**config.mk**
```make
export PLATFORM = sky130hd
export DESIGN_NAME = fetch_descriptor
export DESIGN_NICKNAME = d
export VERILOG_FILES = /design/src/rtl/hififo_pkg.sv /design/src/rtl/fetch_descriptor.sv /design/src/rtl/fwft_fifo.sv
export SDC_FILE = /design/constraint.sdc
export NUM_CORES = 1
export LEC_CHECK = 0
export ABC_AREA = 0
export CORE_MARGIN = 2
export CORE_UTILIZATION = 65
export CTS_CLUSTER_DIAMETER = 30
export DETAILED_ROUTE_END_ITERATION = 10
export DONT_BUFFER_PORTS = 1
export GPL_ROUTABILITY_DRIVEN = 0
export PLACE_DENSITY = 0.81
export SLEW_MARGIN = 20
export SYNTH_ARGS = -nofsm -noshare
export SYNTH_HDL_FRONTEND = slang
export SYNTH_SLANG_ARGS = --single-unit
export TNS_END_PERCENT = 100
```
**constraint.sdc**
```tcl
create_clock -name clock -period 11.7 [get_ports clock]
set_input_delay 1.755 -clock clock [delete_from_list [all_inputs] [get_ports clock]]
set_output_delay 1.755 -clock clock [all_outputs]
set_load 0.05 [all_outputs]
```
**src/rtl/hififo_pkg.sv**
```systemverilog
`default_nettype none

package hififo_pkg;

   localparam int DATA_W = 64;            // pcie payload word
   localparam int BLOCK_WORDS_LOG2 = 6;   // 64 words of 8 bytes = 512 byte block
   localparam int SLOT_LOG2 = 3;          // 8 reorder slots, also the tag width
   localparam int MAX_OUTSTANDING = 6;    // blocks requested but not drained
   localparam int HOLDOFF = 3;            // idle cycles after each accepted request

   typedef logic [DATA_W-1:0] data_t;
   typedef logic [SLOT_LOG2-1:0] slot_t;
   typedef logic [BLOCK_WORDS_LOG2-1:0] index_t;

   // pio word layout
   // 63..9 block address, 8 unused, 7..0 block count
   typedef struct packed {
      logic [54:0] addr;   // byte address >> 9
      logic [7:0] count;   // number of 512 byte blocks
   } desc_t;

endpackage

`default_nettype wire

```
**src/rtl/fetch_descriptor.sv**
```systemverilog
`timescale 1ns/1ps
`default_nettype none

// descriptor queue from pio writes, steps through block addresses
module fetch_descriptor #(
   parameter int DESC_DEPTH_LOG2 = 4
) (
   input  wire logic clock,
   input  wire logic reset,
   input  wire logic i_pio_wvalid,
   input  wire hififo_pkg::data_t i_pio_data,
   output logic o_req_pending,
   output logic [63:0] o_req_addr,
   input  wire logic i_req_taken,
   output logic [31:0] o_status,
   output logic [1:0] o_interrupt
);

   localparam logic [DESC_DEPTH_LOG2:0] QUEUE_FULL =
      (DESC_DEPTH_LOG2+1)'(2**DESC_DEPTH_LOG2);

   hififo_pkg::desc_t pio_desc;
   hififo_pkg::desc_t head_desc;
   logic q_wr, q_rd, q_valid, q_full;
   logic [DESC_DEPTH_LOG2:0] q_count;
   logic [54:0] cur_addr;    // current block, byte address >> 9
   logic [7:0] cur_count;    // blocks left incl. current
   logic cur_valid;
   logic last_taken;
   logic [15:0] n_taken;     // accepted requests, wraps

   assign pio_desc.addr = i_pio_data[63:9];
   assign pio_desc.count = i_pio_data[7:0];   // bit 8 ignored
   assign q_full = (q_count == QUEUE_FULL);
   assign q_wr = i_pio_wvalid && !q_full && (pio_desc.count != '0);   // zero counts vanish
   assign q_rd = q_valid && !cur_valid;   // load head when idle
   assign last_taken = i_req_taken && cur_valid && (cur_count == 8'd1);

   assign o_req_pending = cur_valid;
   assign o_req_addr = {cur_addr, 9'd0};
   assign o_status = {16'(q_count), n_taken};

   fwft_fifo #(.payload_t(hififo_pkg::desc_t), .DEPTH_LOG2(DESC_DEPTH_LOG2)) desc_fifo (
      .clock   (clock),
      .reset   (reset),
      .i_wr    (q_wr),
      .i_data  (pio_desc),
      .o_ready (),           // full test uses the count
      .i_rd    (q_rd),
      .o_data  (head_desc),
      .o_valid (q_valid),
      .o_count (q_count)
   );

   always_ff @(posedge clock) begin
      if (reset) begin
         cur_valid <= 1'b0;
         n_taken <= '0;
         o_interrupt <= '0;
      end else begin
         o_interrupt[1] <= i_pio_wvalid && q_full;   // write dropped
         o_interrupt[0] <= last_taken;                // descriptor done
         if (i_req_taken)
            n_taken <= n_taken + 1'b1;
         if (q_rd)
            cur_valid <= 1'b1;
         else if (last_taken)
            cur_valid <= 1'b0;
      end
   end

   always_ff @(posedge clock) begin
      if (q_rd) begin
         cur_addr <= head_desc.addr;
         cur_count <= head_desc.count;
      end else if (i_req_taken) begin
         cur_addr <= cur_addr + 1'b1;   // +512 bytes
         cur_count <= cur_count - 1'b1;
      end
   end

endmodule

`default_nettype wire

```
**src/rtl/fwft_fifo.sv**
```systemverilog
`timescale 1ns/1ps
`default_nettype none

// single clock fifo, head word falls through to o_data
module fwft_fifo #(
   parameter type payload_t = logic [63:0],
   parameter int DEPTH_LOG2 = 4
) (
   input  wire logic clock,
   input  wire logic reset,
   input  wire logic i_wr,
   input  wire payload_t i_data,
   output logic o_ready,
   input  wire logic i_rd,
   output payload_t o_data,
   output logic o_valid,
   output logic [DEPTH_LOG2:0] o_count
);

   localparam int DEPTH = 2**DEPTH_LOG2;
   localparam logic [DEPTH_LOG2:0] FULL = (DEPTH_LOG2+1)'(DEPTH);
   // ready while 3 or more entries free, room for 2 words in flight
   localparam logic [DEPTH_LOG2:0] READY_MAX = (DEPTH_LOG2+1)'(DEPTH - 3);

   payload_t mem [DEPTH];
   logic [DEPTH_LOG2-1:0] wr_ptr;
   logic [DEPTH_LOG2-1:0] rd_ptr;
   logic [DEPTH_LOG2:0] count;   // occupancy
   logic do_wr;
   logic do_rd;

   assign do_wr = i_wr && (count != FULL);   // never overwrite
   assign do_rd = i_rd && o_valid;           // pop only a valid head
   assign o_valid = (count != '0);
   assign o_data = mem[rd_ptr];
   assign o_ready = (count <= READY_MAX);
   assign o_count = count;

   always_ff @(posedge clock) begin
      if (do_wr)
         mem[wr_ptr] <= i_data;
   end

   always_ff @(posedge clock) begin
      if (reset) begin
         wr_ptr <= '0;
         rd_ptr <= '0;
         count <= '0;
      end else begin
         if (do_wr)
            wr_ptr <= wr_ptr + 1'b1;   // wraps
         if (do_rd)
            rd_ptr <= rd_ptr + 1'b1;
         case ({do_wr, do_rd})
            2'b10: count <= count + 1'b1;
            2'b01: count <= count - 1'b1;
            default: count <= count;   // both or neither
         endcase
      end
   end

endmodule

`default_nettype wire

```
# After elaboration in Yosys (flattened, before gate mapping)
# Memories as Yosys holds them, arrays and structs flattened. A register that Yosys moved wholly into a read port is not among the register bits.
# Cells that the tools add are included.
dict set report op_classes {
  n_mux 11
  addsub 7
  n_reduce_logical 15
  eq_ne 5
}
# cell n
set op_table {}
lappend op_table {{$mux 55} 2}
lappend op_table {{$add 55x1->55 const B} 1}
lappend op_table {{$add 16x1->16 const B} 1}
lappend op_table {{$mux 8} 2}
lappend op_table {{$pmux 5 s2} 1}
lappend op_table {{$add 4x1->4 const B} 2}
lappend op_table {{$eq 8x1->1 const B} 1}
lappend op_table {{$logic_and 1x1->1} 8}
lappend op_table {{$mux 4} 2}
lappend op_table {{$reduce_bool 8->1} 1}
lappend op_table {{$sub 8x1->8 const B} 1}
lappend op_table {{$reduce_bool 2->1} 3}
lappend op_table {{$add 5x1->5 const B} 1}
lappend op_table {{$eq 5x5->1 const B} 1}
lappend op_table {{$ne 5x5->1 const B} 1}
lappend op_table {{$reduce_bool 5->1} 1}
lappend op_table {{$sub 5x1->5 const B} 1}
lappend op_table {{$mux 1} 4}
lappend op_table {{$eq 2x1->1 const B} 1}
lappend op_table {{$eq 2x2->1 const B} 1}
lappend op_table {{$logic_not 1->1} 2}
dict set report word_totals {
  mem_count 1
  in_bits 68
  mem_bits_rw 1008
  reg_bits 95
  wordCells 47
  output_inout_bits 99
}
# name depth word_bits rd rd_ports_with_merged_regs write_ports line
set mem_list {}
lappend mem_list {desc_fifo.mem 16 63 1 1 1 fwft_fifo.sv:25} ;# payload_t mem [DEPTH];

# Depth between registers and ports, before layout
dict set report depth {
  ltp_word 7
  depth_mapped 15
  mapped_depth_nobuf 12
}

# Modules after synthesis
# Synthesis repeated with hierarchy kept, for this count alone.
dict set report hier_totals {
  cells_unflattened 2202
  hier_area_um2 43541.8
}
# mod cells_each area_per_inst_um2 n_inst seq_area_each_um2
set by_module_without_submodules {}
lappend by_module_without_submodules {fwft_fifo 1668 38662.1 1 30609.4}
lappend by_module_without_submodules {fetch_descriptor 534 4879.7 1 2272.2}

# Worst setup path after synthesis
# OpenSTA, ideal clock, no wires.
dict set report synth_path {
  path_type {input-to-reg}
  start {input i_pio_data[0]}
  end {memory desc_fifo.mem[0][0] (netlist name), enable pin}
  t_arrival_ps 6799
  path_slack_ps 4340
  cell_stages 6
  setup_ps 562
  cell_sequence {nor4_1 > a22oi_1 > and2_1 > clkbuf_1 > nand2_1 > nor3_1}
}
dict set report synth_via {
  elab_chain_cells 5
}
# item line
set synth_lines {}
lappend synth_lines {{start: declaration} fetch_descriptor.sv:11} ;# input wire hififo_pkg::data_t i_pio_data,
lappend synth_lines {{$reduce_bool 8->1} fetch_descriptor.sv:35} ;# assign q_wr = i_pio_wvalid && !q_full && (pio_desc.count != '0);
lappend synth_lines {{$logic_and 1x1->1} fetch_descriptor.sv:35}
lappend synth_lines {{$logic_and 1x1->1} fwft_fifo.sv:32} ;# assign do_wr = i_wr && (count != FULL);
lappend synth_lines {{$mux 1} fwft_fifo.sv:40} ;# if (do_wr)
lappend synth_lines {{$mux 1 (not written as such)} fwft_fifo.sv:41} ;# mem[wr_ptr] <= i_data;
lappend synth_lines {{end: declaration} fwft_fifo.sv:25}
# No other way between the ends.

==> flow_summary_export.csv <==
group,metric,value,unit
synthesis,syn_avg_cell_area,20.5,um^2
sta,clock-skew-final,0.0354,ns
final_layout,area_growth,14.8,%
setup_path,cp_data_arrival_time,5.57,ns
global_route,grt_max_degree,101,
power,powerDensity,252,nW/um^2
synthesis,yosys-mux-area-fraction,0.142,
synthesis,syn_area,43500,um^2
sta,slew_headroom,0.205,
final_layout,multi_input_area,10000,um^2
die,num_rows,94,
global_route,first_global_vias,24193,
clocking,cts_resized,0,
die,core,66000,um^2
clocking,clk_path_buf_depth,3,
place,hpwl,54.3,mm
clocking,cts_buffers,163,
sta,setup_viol,0,
synthesis,synth.distinct_cells,54,
synthesis,synthAdderAreaFrac,0.00374,
sta,post-route-min-period,5.14,ns
run_status,status,"finished, final reports clean",
synthesis,syn_inst,2116,
setup_path,reg2reg_slack,6.56,ns
power,p_leak,15.8,nW
sta,fmax,195,MHz
final_layout,drive_above_1_share,0.265,
sta,hold_violations,0,
synthesis,ys_warn_count,0,
route,route.antenna.remaining_nets,0,
worst_hold_path,worstHoldStart,"desc_fifo.rd_ptr[1]",
setup_path,crit_path_end_kind,"register",
sta,worst_pin_slew,1.19,ns
final_layout,ff_latch_area,32900,um^2
power,ir_worst_vdd,0.216,mV
setup_path,cpMostUsedCell,"buf_4",
die,dieArea,69000,um^2
setup_path,cp_top_family,"buffers and inverters",
synthesis,synth-simple-area-share,0.0345,
setup_path,required,12.13,ns
sta,report.final.slew_viol_count,0,
route,drt_iter0_drc,3574,
synthesis,synth-seq-cells,1107,
worst_hold_path,holdCritPathClass,"reg -> reg",
global_route,grt_overflow,0,
route,drtPass1Iterations,8,
final_layout,design_area,49900,um^2
route,wire_per_inst,34.9,um
clocking,htreeDepth,4,
die,io_pins,167,
place,placed_cell_area,44400,um^2
global_route,grt_pass1_wl,163,mm
global_route,grt_usage,0.331,
route,vias,23056,
setup_path,startpoint_type,"register",
synthesis,synth_seq_area_share,0.757,
route,via_per_inst,7.18,
clocking,post-cts-setup-buffers,0,
die,die_y,263,um
flow_run,maxCapViolCount,0,
setup_path,cp_slowest_stage_delay,0.93,ns
synthesis,synth.area.top_cells,"edfxtp_1 74%, mux4_2 13%, dfxtp_1 1.7%, a22oi_1 1.0%, xnor2_1 0.95%",
die,start_util,0.659,
clocking,worstSkewPairLatency,0.75,ns
synthesis,synth_compound_area_frac,0.0300,
clocking,clkTransAtPathRegs,0.05,ns
synthesis,synth_top_family_by_area,"multiplexers",
setup_path,path_max_fanout,64,
global_route,antenna_found_initial,5,
sta,fin_tns_setup,0,ns
synthesis,synth-edff-count,1071,
setup_path,crit_type,"reg -> reg",
setup_path,crit_slowest_cell,"buf_4",
synthesis,ys.flop_type,"edfxtp_1",
worst_hold_path,whs_path_depth,2,
clocking,cts-root-buf,"clkbuf_16",
route,drc,0,
place,port_buffers,0,
clocking,postCtsHoldBufs,0,
synthesis,yosysTopAreaCell,"edfxtp_1",
synthesis,synthArstFlopShare,0,
setup_path,r2r_end,"cur_addr[2]",
die,die_w,263,um
sta,rsz0062_at_grt,"false",
route,routed_wl,112,mm
synthesis,yosysTopAreaCellShare,0.740,
final_layout,final_core_util,0.756,
setup_path,cp_cell_sequence,"buf_4 > buf_4 > buf_4 > mux4_2 > a22o_1 > a221oi_1 > o21ai_0",
synthesis,synth_xor_xnor_area_share,0.0155,
clocking,cts_tree,"yes",
final_layout,nets,2288,
sta,post-route-period-util,0.439,
setup_path,reg2regPathDepth,7,
setup_path,worst-path-buf-inv,3,
final_layout,n_fill_cell,3188,
clocking,clkSinkCount,1107,
## state kept, by name (all words and copies together) (netlist names), 2 cells and up, named ones only
name / cells
cur_addr: 55
desc_fifo.wr_ptr: 4
n_taken: 16
desc_fifo.mem: 1008
desc_fifo.rd_ptr: 4
cur_count: 8
o_interrupt: 2
desc_fifo.o_count: 5
## layout by cell type, fill, tap and decap left out, drive strengths merged, types with 18 or more instances in the layout
cell type / n
clkbuf: 182
nor3: 19
nor2: 63
buf: 44
mux2i: 27
nand2: 35
mux2: 20
clkinvlp: 18
xor2: 30
mux4: 252
xnor2: 47
dfxtp: 36
a21oi: 59
inv: 43
a22oi: 58
nor4: 20
nand3: 28
clkinv: 53
edfxtp: 1071
nand4: 18
conb: 20
and3: 45
## cells in the mapped netlist, types with 8 or more instances
| cell | count |
|---|---|
| inv_1 | 12 |
| and4_1 | 11 |
| ha_1 | 13 |
| buf_1 | 9 |
| nor3_1 | 19 |
| edfxtp_1 | 1071 |
| a221oi_1 | 9 |
| xor2_1 | 30 |
| clkbuf_1 | 41 |
| buf_2 | 53 |
| and3_1 | 42 |
| mux2i_1 | 27 |
| o22ai_1 | 9 |
| dfxtp_1 | 36 |
| o21ai_0 | 13 |
| nor4_1 | 20 |
| a21oi_1 | 59 |
| a22oi_1 | 58 |
| nand3_1 | 28 |
| mux4_2 | 252 |
| a22o_1 | 12 |
| nor2b_1 | 8 |
| nand4_1 | 16 |
| mux2_2 | 20 |
| a211oi_1 | 13 |
| buf_4 | 34 |
| xnor2_1 | 47 |
| nand2_1 | 35 |
| nor2_1 | 62 |
## metrics by stage
stage	setup slack (ns)	total power [mW]	hold WS, ns	std cells
2_1_floorplan	4.34	6.95	0.468	2135
3_3_place_gp	6.66	7.54	0.477	2905
3_5_place_dp	6.65	7.62	0.475	2905
4_1_cts	6.59	12.5	0.481	3204
5_1_grt	6.35	12.9	0.505	3205
6_report	6.56	12.6	0.482	3210
## layout make-up
cell class,count,area share
diodes,5,0.000251
inverters,13,0.000978
clock buffers,181,0.0839
clock inverters,118,0.0260
multi-input cells,877,0.201
well taps,864,0.0217
repair buffers,45,0.00697
flip-flops and latches,1107,0.659
## worst max path at each step
stage,start,to,slack [ns],cells after the start
floorplan,i_pio_data[0],desc_fifo.mem[0][0],4.34,6
global placement,register,cur_addr[32],6.66,8
detailed placement,register,cur_addr[32],6.65,8
CTS,register,cur_addr[32],6.59,8
global route,register,cur_addr[2],6.35,7
finish,register,cur_addr[2],6.56,7
## where the power goes
group / switching, mW / total (mW) / internal (mW)
combinational: 1.30 / 2.21 / 0.917
clock: 1.86 / 4.86 / 3.00
sequential: 0.783 / 5.51 / 4.72
total: 3.94 / 12.6 / 8.64
## logic make-up after synthesis
group,Yosys count
AO/OA/AOI/OAI,196
XOR/XNOR,77
adder cells (fa/ha/maj),13
buffers and inverters,151
flip-flops,1107
multiplexers,299
other,1
AND/OR/NAND/NOR,272
## layer usage
| layer | vias up | wire length (um) | GRT usage |
|---|---|---|---|
| met2 | 1903 | 54300 | 0.522 |
| met1 | 11770 | 36700 | 0.411 |
| met5 | - | 10 | 0 |
| met4 | 2 | 5300 | 0.161 |
| li1 | 8976 | - | - |
| met3 | 405 | 15600 | 0.122 |
## worst min-delay path, delay by kind of cell (launching register included)
family | cells | cell delay, ns
AO/OA/AOI/OAI | 1 | 0.06
AND/OR/NAND/NOR | 1 | 0.06
flip-flops | 1 | 0.32
(Power assumes the default switching activity.)
