[src/rtl/hififo_pkg.sv]
`default_nettype none

package hififo_pkg;

   localparam int DATA_W = 64;            // pcie payload word
   localparam int BLOCK_WORDS_LOG2 = 6;   // 64 words of 8 bytes = 512 byte block
   localparam int SLOT_LOG2 = 3;          // 8 reorder slots, also the tag width
   localparam int MAX_OUTSTANDING = 6;    // blocks requested but not drained
   localparam int HOLDOFF = 3;            // idle cycles after each accepted request

   typedef logic [DATA_W-1:0] data_t;
   typedef logic [SLOT_LOG2-1:0] slot_t;
   typedef logic [BLOCK_WORDS_LOG2-1:0] index_t;

   // pio word layout
   // 63..9 block address, 8 unused, 7..0 block count
   typedef struct packed {
      logic [54:0] addr;   // byte address >> 9
      logic [7:0] count;   // number of 512 byte blocks
   } desc_t;

endpackage

`default_nettype wire

[src/rtl/request_pacer.sv]
`timescale 1ns/1ps
`default_nettype none

// read request strobe, tag and outstanding limit
module request_pacer (
   input  wire logic clock,
   input  wire logic reset,
   input  wire logic i_req_pending,
   input  wire logic [63:0] i_req_addr,
   output logic o_req_taken,
   input  wire logic i_drain_slot_advance,
   output logic o_rr_valid,
   output logic [63:0] o_rr_addr,
   output hififo_pkg::slot_t o_rr_tag,
   input  wire logic i_rr_ready
);

   localparam logic [1:0] HOLDOFF = 2'(hififo_pkg::HOLDOFF);
   localparam logic [3:0] MAX_OUT = 4'(hififo_pkg::MAX_OUTSTANDING);

   hififo_pkg::slot_t p_request;   // request count mod 8, also the tag
   logic [3:0] outstanding;        // accepted minus drained
   logic [1:0] holdoff;
   logic accept;

   assign accept = o_rr_valid && i_rr_ready;
   assign o_req_taken = accept;   // fetch steps address same cycle
   assign o_rr_tag = p_request;

   always_ff @(posedge clock) begin
      if (reset) begin
         o_rr_valid <= 1'b0;
         p_request <= '0;
         outstanding <= '0;
         holdoff <= '0;
      end else begin
         // drop after acceptance, then wait out the holdoff
         o_rr_valid <= !accept && i_req_pending && (outstanding < MAX_OUT)
                       && (holdoff == '0);
         if (accept)
            p_request <= p_request + 1'b1;
         if (accept)
            holdoff <= HOLDOFF;
         else if (holdoff != '0)
            holdoff <= holdoff - 1'b1;
         case ({accept, i_drain_slot_advance})
            2'b10: outstanding <= outstanding + 1'b1;
            2'b01: outstanding <= outstanding - 1'b1;
            default: outstanding <= outstanding;
         endcase
      end
   end

   always_ff @(posedge clock)
      o_rr_addr <= i_req_addr;   // stable until taken

endmodule

`default_nettype wire
[config.mk]
export PLATFORM = sky130hd
export DESIGN_NAME = request_pacer
export DESIGN_NICKNAME = d
export VERILOG_FILES = /design/src/rtl/hififo_pkg.sv /design/src/rtl/request_pacer.sv
export SDC_FILE = /design/constraint.sdc
export NUM_CORES = 1
export LEC_CHECK = 0
export BUFFER_PORTS_ARGS = -buffer_cell sky130_fd_sc_hd__buf_2
export CORE_MARGIN = 4
export CORE_UTILIZATION = 40
export CTS_BUF_LIST = sky130_fd_sc_hd__clkbuf_4
export DETAILED_ROUTE_END_ITERATION = 10
export PLACE_DENSITY = 0.79
export REMOVE_ABC_BUFFERS = 1
export SKIP_CTS_REPAIR_TIMING = 1
export SLEW_MARGIN = 15
export SYNTH_ARGS = -nofsm -noshare
export SYNTH_HDL_FRONTEND = slang
export SYNTH_SLANG_ARGS = --single-unit
[constraint.sdc]
create_clock -name clock -period 2.56 [get_ports clock]
set_input_delay 0.128 -clock clock [delete_from_list [all_inputs] [get_ports clock]]
set_output_delay 0.128 -clock clock [all_outputs]
set_load 0.02 [all_outputs]
## Word-level counts from Yosys, hierarchy flattened

Index checks and enable logic that the tools add are counted.

- Register bits: 74
- Bits of input ports: 69
- Output and inout bits: 69
- Logic and storage cells: 24

- $add $sub $neg: 4
- Order comparisons: 1
- Equal/unequal tests: 2
- Muxes and demuxes: 3
- Reduce and logical (&&, ||, !) cells: 9

Operators by type and width:

| kind | number |
|---|---|
| $pmux W4 S2 | 1 |
| $reduce_bool A2 Y1 | 3 |
| $add A4 B1 Y4 const B | 1 |
| $logic_and A1 B1 Y1 | 4 |
| $lt A4 B3 Y1 const B | 1 |
| $mux W2 | 2 |
| $sub A4 B1 Y4 const B | 1 |
| $add A3 B1 Y3 const B | 1 |
| $eq A2 B1 Y1 const B | 1 |
| $eq A2 B2 Y1 const B | 1 |
| $logic_not A2 Y1 | 1 |
| $sub A2 B1 Y2 const B | 1 |
| $logic_not A1 Y1 | 1 |

## Logic depth before layout (Yosys ltp)

Gate-level depths: netlist of run 1.

- Depth after elaboration: 5
- Mapped depth: 8
- Depth with buffers taken out: 8

## Least setup slack after synthesis of run 1

No wires, ideal clock.

- Kind: flip-flop to flip-flop
- From: reg o_rr_valid
- To: reg outstanding[3]
- Library setup time: 0.123 ns
- Data arrival time: 1.922 ns
- Required time: 2.437 ns
- Slack: 0.515 ns
- Cell stages (with the launch flop): 6
- Buffers on the path: 0
- Period minus slack after synthesis: 2.045 ns
- Cell sequence: dfxtp_1 nand2_1 ha_1 or4b_1 o211ai_2 mux2_1

- Cells in the longest elaborated chain, start to end: 3
- Elaborated cells between the ends (all ways): 5
- Classes of those cells: eq/ne (2); mux (1); reduce/logical (2)

RTL lines:

| item | line | text |
|---|---|---|
| from (decl) | request_pacer.sv:12 | `output logic o_rr_valid,` |
| from (signal assigned) | request_pacer.sv:38 | `o_rr_valid <= !accept && i_req_pending && (outstanding < MAX_OUT)` |
| $logic_and A1 B1 Y1 * | request_pacer.sv:26 | `assign accept = o_rr_valid && i_rr_ready;` |
| $eq A2 B1 Y1 / $eq A2 B2 Y1 (equally long branches) | request_pacer.sv:46 | `case ({accept, i_drain_slot_advance})` |
| $pmux W4 S2 / $reduce_bool A2 Y1 (equally long branches) | n/a |  |
| to (signal assigned) | request_pacer.sv:47 | `2'b10: outstanding <= outstanding + 1'b1;` |
| to (signal assigned) | request_pacer.sv:48 | `2'b01: outstanding <= outstanding - 1'b1;` |
| to (signal assigned) | request_pacer.sv:49 | `default: outstanding <= outstanding;` |
| to (decl) | request_pacer.sv:22 | `logic [3:0] outstanding;` |

Mark *: on every way between the ends. The rest lies on a longest branch, timed or not.
A chain may end at the register's enable or synchronous reset.

## Worst setup path in the final report of run 1

Ends and elaborated chain as after synthesis.

==> impl_metrics.yaml, run 1 <==
sta:
  rsz0062_at_grt: "no"
  slew_headroom_pct: 82.51
  tns_ps: 0
  fin_skew_ps: 2.984
  slew_violations: 0
  finalHoldViolations: 0
  worst_pin_slew_ps: 261.7
  fmax_mhz: 497.5
  period_share_pct: 78.52
  period_minus_slack_ps: 2010
  setup_viol: 0
yosys:
  postSynthCellCount: 119
  synth_warnings: 0
  syn_area_per_cell_um2: 15.08
  netlist_area_um2: 1794
  ys_seq_elements: 74
  synth-seq-area-share_pct: 82.57
  ys_types: 20
worst_setup_path:
  path_depth: 5
  rr_worst_depth: 5
  r2r-end: "outstanding[3]$_SDFFE_PP0P_"
  cp_num_buf_inv: 0
  cp_slowest_cell: "or4b_1"
  startpoint: "o_rr_valid$_SDFF_PP0_"
  worstSetupPathType: "reg2reg"
  end_kind: "register"
  cp-start-kind: "register"
  slowest_delay_ps: 550
  cp_cell_sequence: "nand2_1 -> ha_1 -> or4b_1 -> o211ai_2 -> mux2_1"
  crit_family: "simple AND/OR/NAND/NOR gates"
  rrSetupSlack_ps: 550
  cp_max_fo: 8
  cp.required_ps: 2840
  worstPathArrival_ps: 2290
  r2r-start: "o_rr_valid$_SDFF_PP0_"
  crit_end: "outstanding[3]$_SDFFE_PP0P_"
routing:
  dr.pass1.iters: 4
  wl_per_cell_um: 16.12
  drc: 0
  ant_nets: 0
  post_drt_via_cell_ratio: 4.364
  vias: 1689
  drtIter0Drc: 51
  routed_wl_um: 6237
power:
  combPwrFrac_pct: 17.4
  seqPwrFrac_pct: 51.1
  internal_power_mw: 1.869
  swShare_pct: 25.68
  p_leak_nw: 1.668
  p_sw_uw: 645.6
  power_density_nw_per_um2: 753.2
  finalPower_mw: 2.514
  peakVddDrop_mv: 0.5549
  power_frac_clock_pct: 31.5
die:
  fp.dieH_um: 74.98
  initial_core_util_pct: 41.21
  die_w_um: 74.98
  rows: 24
  io_pins: 138
  core-area_um2: 4354
  die_area_um2: 5621
placement:
  gp_congestion: 0.7384
  dpl.hpwl_um: 3461
  port_buffers: 137
cts:
  cts_tree: "built"
  clockRootBuffer: "clkbuf_4"
  insertion_delay_ps: 390
  clkTransAtPathRegs_ps: 110
  htree_levels: 3
  cts_buffers: 9
  cts_buffer_depth: 2
  clkSinkCount: 74
outcome:
  status: "completed"
layout:
  area_growth_pct: 86.05
  final_core_util_pct: 76.67
  fill_cells: 276
  multiInputGateArea_um2: 297.8
  nNetsFinal: 404
  drive_gt1_share_pct: 45.97
  diodes: 0
  regArea_um2: 1481
grt:
  met1_usage_pct: 12.29
  gr-total-overflow: 0
  grt_pass1_vias: 1317
  grt-busiest-layer: "met2"
  antenna_found_initial: 0
  grt_use_met3_pct: 8.144
  grt_pass1_wl_um: 5802
  grt_max_degree: 13
  track_usage_pct: 14.82
  met2_usage_pct: 26.40
flow_run:
  max_cap_violations: 0
min_path:
  hold_class: "in2reg"
routing by layer:
metal	vias to the layer above	part of all wire (%)	wire length (µm)
met5	-	0	0
met4	0	2.5	156
met3	14	10	630
met2	102	53	3277
met1	765	35	2173
li1	808	-	-
kinds of logic after synthesis:
logic type | Yosys count | synth area share (%)
buffers and inverters | 4 | 0.8366
AO/OA/AOI/OAI | 8 | 2.650
XOR/XNOR | 6 | 2.929
multiplexers | 3 | 1.813
flip-flops | 74 | 82.57
AND/OR/NAND/NOR | 19 | 5.719
adder cells (fa/ha/maj) | 5 | 3.487
power groups by stage:
stage	logic [mW]	registers (mW)	clock network, mW
2_1_floorplan	0.141	1.38	0
3_3_place_gp	0.345	1.30	0
3_5_place_dp	0.354	1.31	0
4_1_cts	0.355	1.28	0.790
5_1_grt	0.482	1.30	0.851
6_report	0.438	1.29	0.791
Yosys cell counts:
cell	count	area, µm²
nor4bb_1	1	10.01
ha_1	5	62.56
xor2_1	6	52.55
mux2i_1	1	10.01
dfxtp_1	74	1481
and3_1	1	6.260
nor2_1	6	22.52
mux2_2	1	11.26
nand2_1	5	18.77
or4b_1	1	10.01
o21ai_0	2	10.01
mux2_1	1	11.26
nor2b_1	1	6.260
or3_1	1	6.260
and4bb_2	1	12.51
nand3_1	2	10.01
inv_1	3	11.26
a21oi_1	5	25.02
clkbuf_1	1	3.750
o211ai_2	1	12.51
how the worst min path moves through the flow:
stage                               from                           to  slack [ps]  cells after the start
after floorplan            i_req_addr[0]         o_rr_addr[0]$_DFF_P_         160                      0
after global placement    i_req_addr[60]        o_rr_addr[60]$_DFF_P_         230                      1
after detailed placement   i_req_addr[4]         o_rr_addr[4]$_DFF_P_         230                      1
after CTS                 i_req_addr[51]        o_rr_addr[51]$_DFF_P_        -200                      1
after global routing               reset  outstanding[2]$_SDFFE_PP0P_          40                      2
final                              reset      holdoff[1]$_SDFFE_PP0P_          40                      2
per-stage QoR:
| step | instances | worst slack, ps | hold slack, ps | area [µm²] |
|---|---|---|---|---|
| finish | 387 | 549.8 | 44.68 | 3338 |
| global route | 387 | 403.6 | 37.21 | 3338 |
| CTS | 323 | 537.8 | -199.1 | 2698 |
| detailed placement | 307 | 553.1 | 231.6 | 2541 |
| global placement | 307 | 610.9 | 230.2 | 2541 |
| floorplan | 118 | 514.7 | 155.7 | 1790 |
worst reg2reg max path, cell delays in order, from the launching register on:
cell and delay (ps):
dfxtp_1 360, nand2_1 180, ha_1 330, or4b_1 550, o211ai_2 160, mux2_1 330
registers in the layout, summed over array words and instances, names as in the netlist:
name and count:
o_rr_addr 64, outstanding 4, o_rr_tag 3, holdoff 2
o_rr_valid 1
layout make-up:
class | count | share of cell area (%)
clock inverters | 6 | 2.436
well taps | 52 | 1.949
flip-flops and latches | 74 | 44.38
multi-input cells | 41 | 8.921
clock buffers | 10 | 2.249
repair buffers | 201 | 39.73
inverters | 3 | 0.3373
placed cells by master, fill, tap and decap left out, types with 2 or more instances in the layout:
cell type / synthesis / final
clkinv_1: 0 / 2
xor2_1: 6 / 6
nor2_1: 6 / 6
bufinv_16: 0 / 2
dfxtp_1: 74 / 74
nand2_1: 5 / 5
o21ai_0: 2 / 2
clkbuf_4: 0 / 10
buf_2: 0 / 137
a21oi_1: 5 / 5
ha_1: 5 / 5
nand3_1: 2 / 2
dlygate4sd3_1: 0 / 64
inv_1: 3 / 3
Note: power is estimated with default switching activity, not from simulation.
==> inputs of run 2 (changes only) <==
--- a/config.mk
+++ b/config.mk
@@ -5,12 +5,13 @@
 export SDC_FILE = /design/constraint.sdc
 export NUM_CORES = 1
 export LEC_CHECK = 0
+export ABC_AREA = 1
 export BUFFER_PORTS_ARGS = -buffer_cell sky130_fd_sc_hd__buf_2
 export CORE_MARGIN = 4
-export CORE_UTILIZATION = 40
+export CORE_UTILIZATION = 36
 export CTS_BUF_LIST = sky130_fd_sc_hd__clkbuf_4
 export DETAILED_ROUTE_END_ITERATION = 10
-export PLACE_DENSITY = 0.79
+export PLACE_DENSITY = 0.74
 export REMOVE_ABC_BUFFERS = 1
 export SKIP_CTS_REPAIR_TIMING = 1
 export SLEW_MARGIN = 15
==> constraint.sdc (replaced) <==
create_clock -name clock -period 1.65 [get_ports clock]
set_input_delay 0.0825 -clock clock [delete_from_list [all_inputs] [get_ports clock]]
set_output_delay 0.0825 -clock clock [all_outputs]
set_load 0.02 [all_outputs]
==> run 2 against run 1 <==
  * Global-route usage is 0.89 points higher
  * Synthesized area is 1.3% higher
  * Sequential power is 53% higher
  * Clock-buffer cell count stayed put
  * Power is 58% higher
  * Clock skew is 5.1 ps higher
  * Via count is 4.5% higher
  * Routed wire length is 9.6% higher
  * First-iteration DRC count is 2.0% higher
  * Register-to-register slack worse by 400 ps
  * Critical path type unchanged
  * Largest power group unchanged
==> impl_metrics.yaml, run 2 <==
worst_setup_path:
  cp_num_buf_inv: 1
  worstPathArrival_ps: 1810
  cp-start-kind: "register"
  r2r-start: "o_rr_valid$_SDFF_PP0_"
  startpoint: "o_rr_valid$_SDFF_PP0_"
  slowest_delay_ps: 340
  path_common_cell: "ha_1"
  r2r-end: "outstanding[2]$_SDFFE_PP0P_"
  cp.required_ps: 1970
  crit_end: "outstanding[2]$_SDFFE_PP0P_"
  cp_slowest_cell: "dfxtp_1"
  path_depth: 9
  rr_worst_depth: 9
  end_kind: "register"
  cp_max_fo: 4
  rrSetupSlack_ps: 150
  crit_family: "adder cells"
  cp_cell_sequence: "nand2_1 -> ha_1 -> nor2_2 -> nor2_4 -> ha_1 -> a21oi_1 -> xnor2_1 -> o21ai_1 -> inv_1"
  worstSetupPathType: "reg2reg"
layout:
  area_growth_pct: 88.16
  mostFrequentLayoutCells: "buf_2, dfxtp_1, dlygate4sd3_1"
  layout_commonest_cell: "buf_2"
  nNetsFinal: 425
  largest-register: "o_rr_addr"
  drive_gt1_share_pct: 44.94
  largest_reg_flops: 64
  instances_no_fill: 423
  final_core_util_pct: 71.01
  diodes: 0
die:
  rows: 25
  die_w_um: 79.07
  io_pins: 138
  initial_core_util_pct: 37.74
  core-area_um2: 4817
  die_area_um2: 6251
  fp.dieH_um: 79.07
sta:
  setup_viol: 0
  slew_violations: 0
  worst_pin_slew_ps: 291.8
  fmax_mhz: 667.9
  period_minus_slack_ps: 1497
  slew_headroom_pct: 80.50
  rsz0062_at_grt: "no"
  finalHoldViolations: 0
  holdWs_ps: 118.9
  tns_ps: 0
  fin_skew_ps: 8.109
  period_share_pct: 90.74
cts:
  clkSinkCount: 74
  cts_tree: "built"
  clkTransAtPathRegs_ps: 110
  insertion_delay_ps: 420
  clockRootBuffer: "clkbuf_4"
  cts_buffers: 9
  cts_buffer_depth: 2
  htree_levels: 3
routing:
  drc: 0
  wl_met1_um: 2508
  routed_wl_um: 6833
  drtIter0Drc: 52
  wl_met2_um: 3669
  wl_per_cell_um: 16.15
  vias: 1765
  dr.pass1.iters: 4
  ant_nets: 0
  route.met3.wl_um: 500
  highest_layer: "met4"
  post_drt_via_cell_ratio: 4.173
power:
  p_leak_nw: 1.728
  peakVddDrop_mv: 0.8263
  power_density_nw_per_um2: 1158
grt:
  gr-total-overflow: 0
  grt_pass1_wl_um: 7155
  antenna_found_initial: 0
  grt_max_degree: 14
  grt_pass1_vias: 1502
  track_usage_pct: 15.71
yosys:
  synth.most_common_cell: "dfxtp_1"
  netlist_area_um2: 1818
  yosys-top-cells-area: "dfxtp_1, ha_1, nand2_1"
  synth-seq-area-share_pct: 81.49
  synth_warnings: 0
  synth_common_cells: "dfxtp_1, nand2_1, inv_1"
  ys_types: 16
  synth_top_cell_area_share_pct: 81.49
  synth-edff-count: 0
  syn_area_per_cell_um2: 13.37
  postSynthCellCount: 136
  ys_seq_elements: 74
  synthArstFlopShare_pct: 0
  ys.flop_type: "dfxtp_1"
  synth_top_area_cell: "dfxtp_1"
outcome:
  status: "completed"
placement:
  dpl.hpwl_um: 3689
  gp_congestion: 0.7972
  port_buffers: 137
  dp_cells: 341
min_path:
  hold_class: "in2reg"
flow_run:
  max_cap_violations: 0
==> run 2: metal layers <==
metal	vias to the layer above	GRT usage, %
met5	-	0
met4	0	8.763
met3	14	9.977
met2	89	27.44
met1	808	13.47
li1	854	-
==> run 2: layout make-up <==
cell class / count / area, µm²
fillers: 349 / 1396
clock buffers: 10 / 75.07
inverters: 13 / 48.80
flip-flops and latches: 74 / 1481
clock inverters: 6 / 90.09
multi-input cells: 49 / 287.8
well taps: 67 / 83.83
repair buffers: 204 / 1354
==> run 2: kinds of logic (layout without fill, tap and decap cells) <==
logic type / after synthesis / after routing / share of synthesized area [%]
adder cells (fa/ha/maj): 5 / 5 / 3.441
AND/OR/NAND/NOR: 28 / 28 / 6.882
XOR/XNOR: 4 / 4 / 1.927
buffers and inverters: 13 / 233 / 2.684
AO/OA/AOI/OAI: 12 / 12 / 3.579
flip-flops: 74 / 74 / 81.49
==> run 2: metrics by stage <==
step	setup slack, ps	total power, mW	cell area [µm²]
after floorplan	-43.59	2.340	1818
after global placement	187.0	2.545	2595
after detailed placement	154.8	2.563	2595
after CTS	134.8	3.826	2760
after global routing	1.389	4.167	3421
final	152.7	3.961	3421
==> run 2: how the worst min path moves through the flow <==
stage | end | depth (start not counted) | slack [ps] | from
3_3_place_gp | o_rr_addr[15]$_DFF_P_ | 1 | 180 | i_req_addr[15]
2_1_floorplan | o_rr_addr[0]$_DFF_P_ | 0 | 110 | i_req_addr[0]
5_1_grt | o_rr_valid$_SDFF_PP0_ | 5 | 100 | i_rr_ready
6_report | o_rr_valid$_SDFF_PP0_ | 5 | 120 | i_rr_ready
4_1_cts | o_rr_addr[8]$_DFF_P_ | 1 | -270 | i_req_addr[8]
3_5_place_dp | o_rr_addr[41]$_DFF_P_ | 1 | 190 | i_req_addr[41]
==> run 2: power by group <==
part	total [mW]	internal [mW]	switching [mW]
registers	1.98	1.92	0.0627
clock network	1.29	0.637	0.657
logic	0.686	0.326	0.360
==> run 2: worst min-delay path: cells and delay by family <==
| family | cells | cell delay, ps |
|---|---|---|
| buf+inv | 2 | 240 |
| compound gates | 1 | 50 |
| simple gates | 2 | 140 |
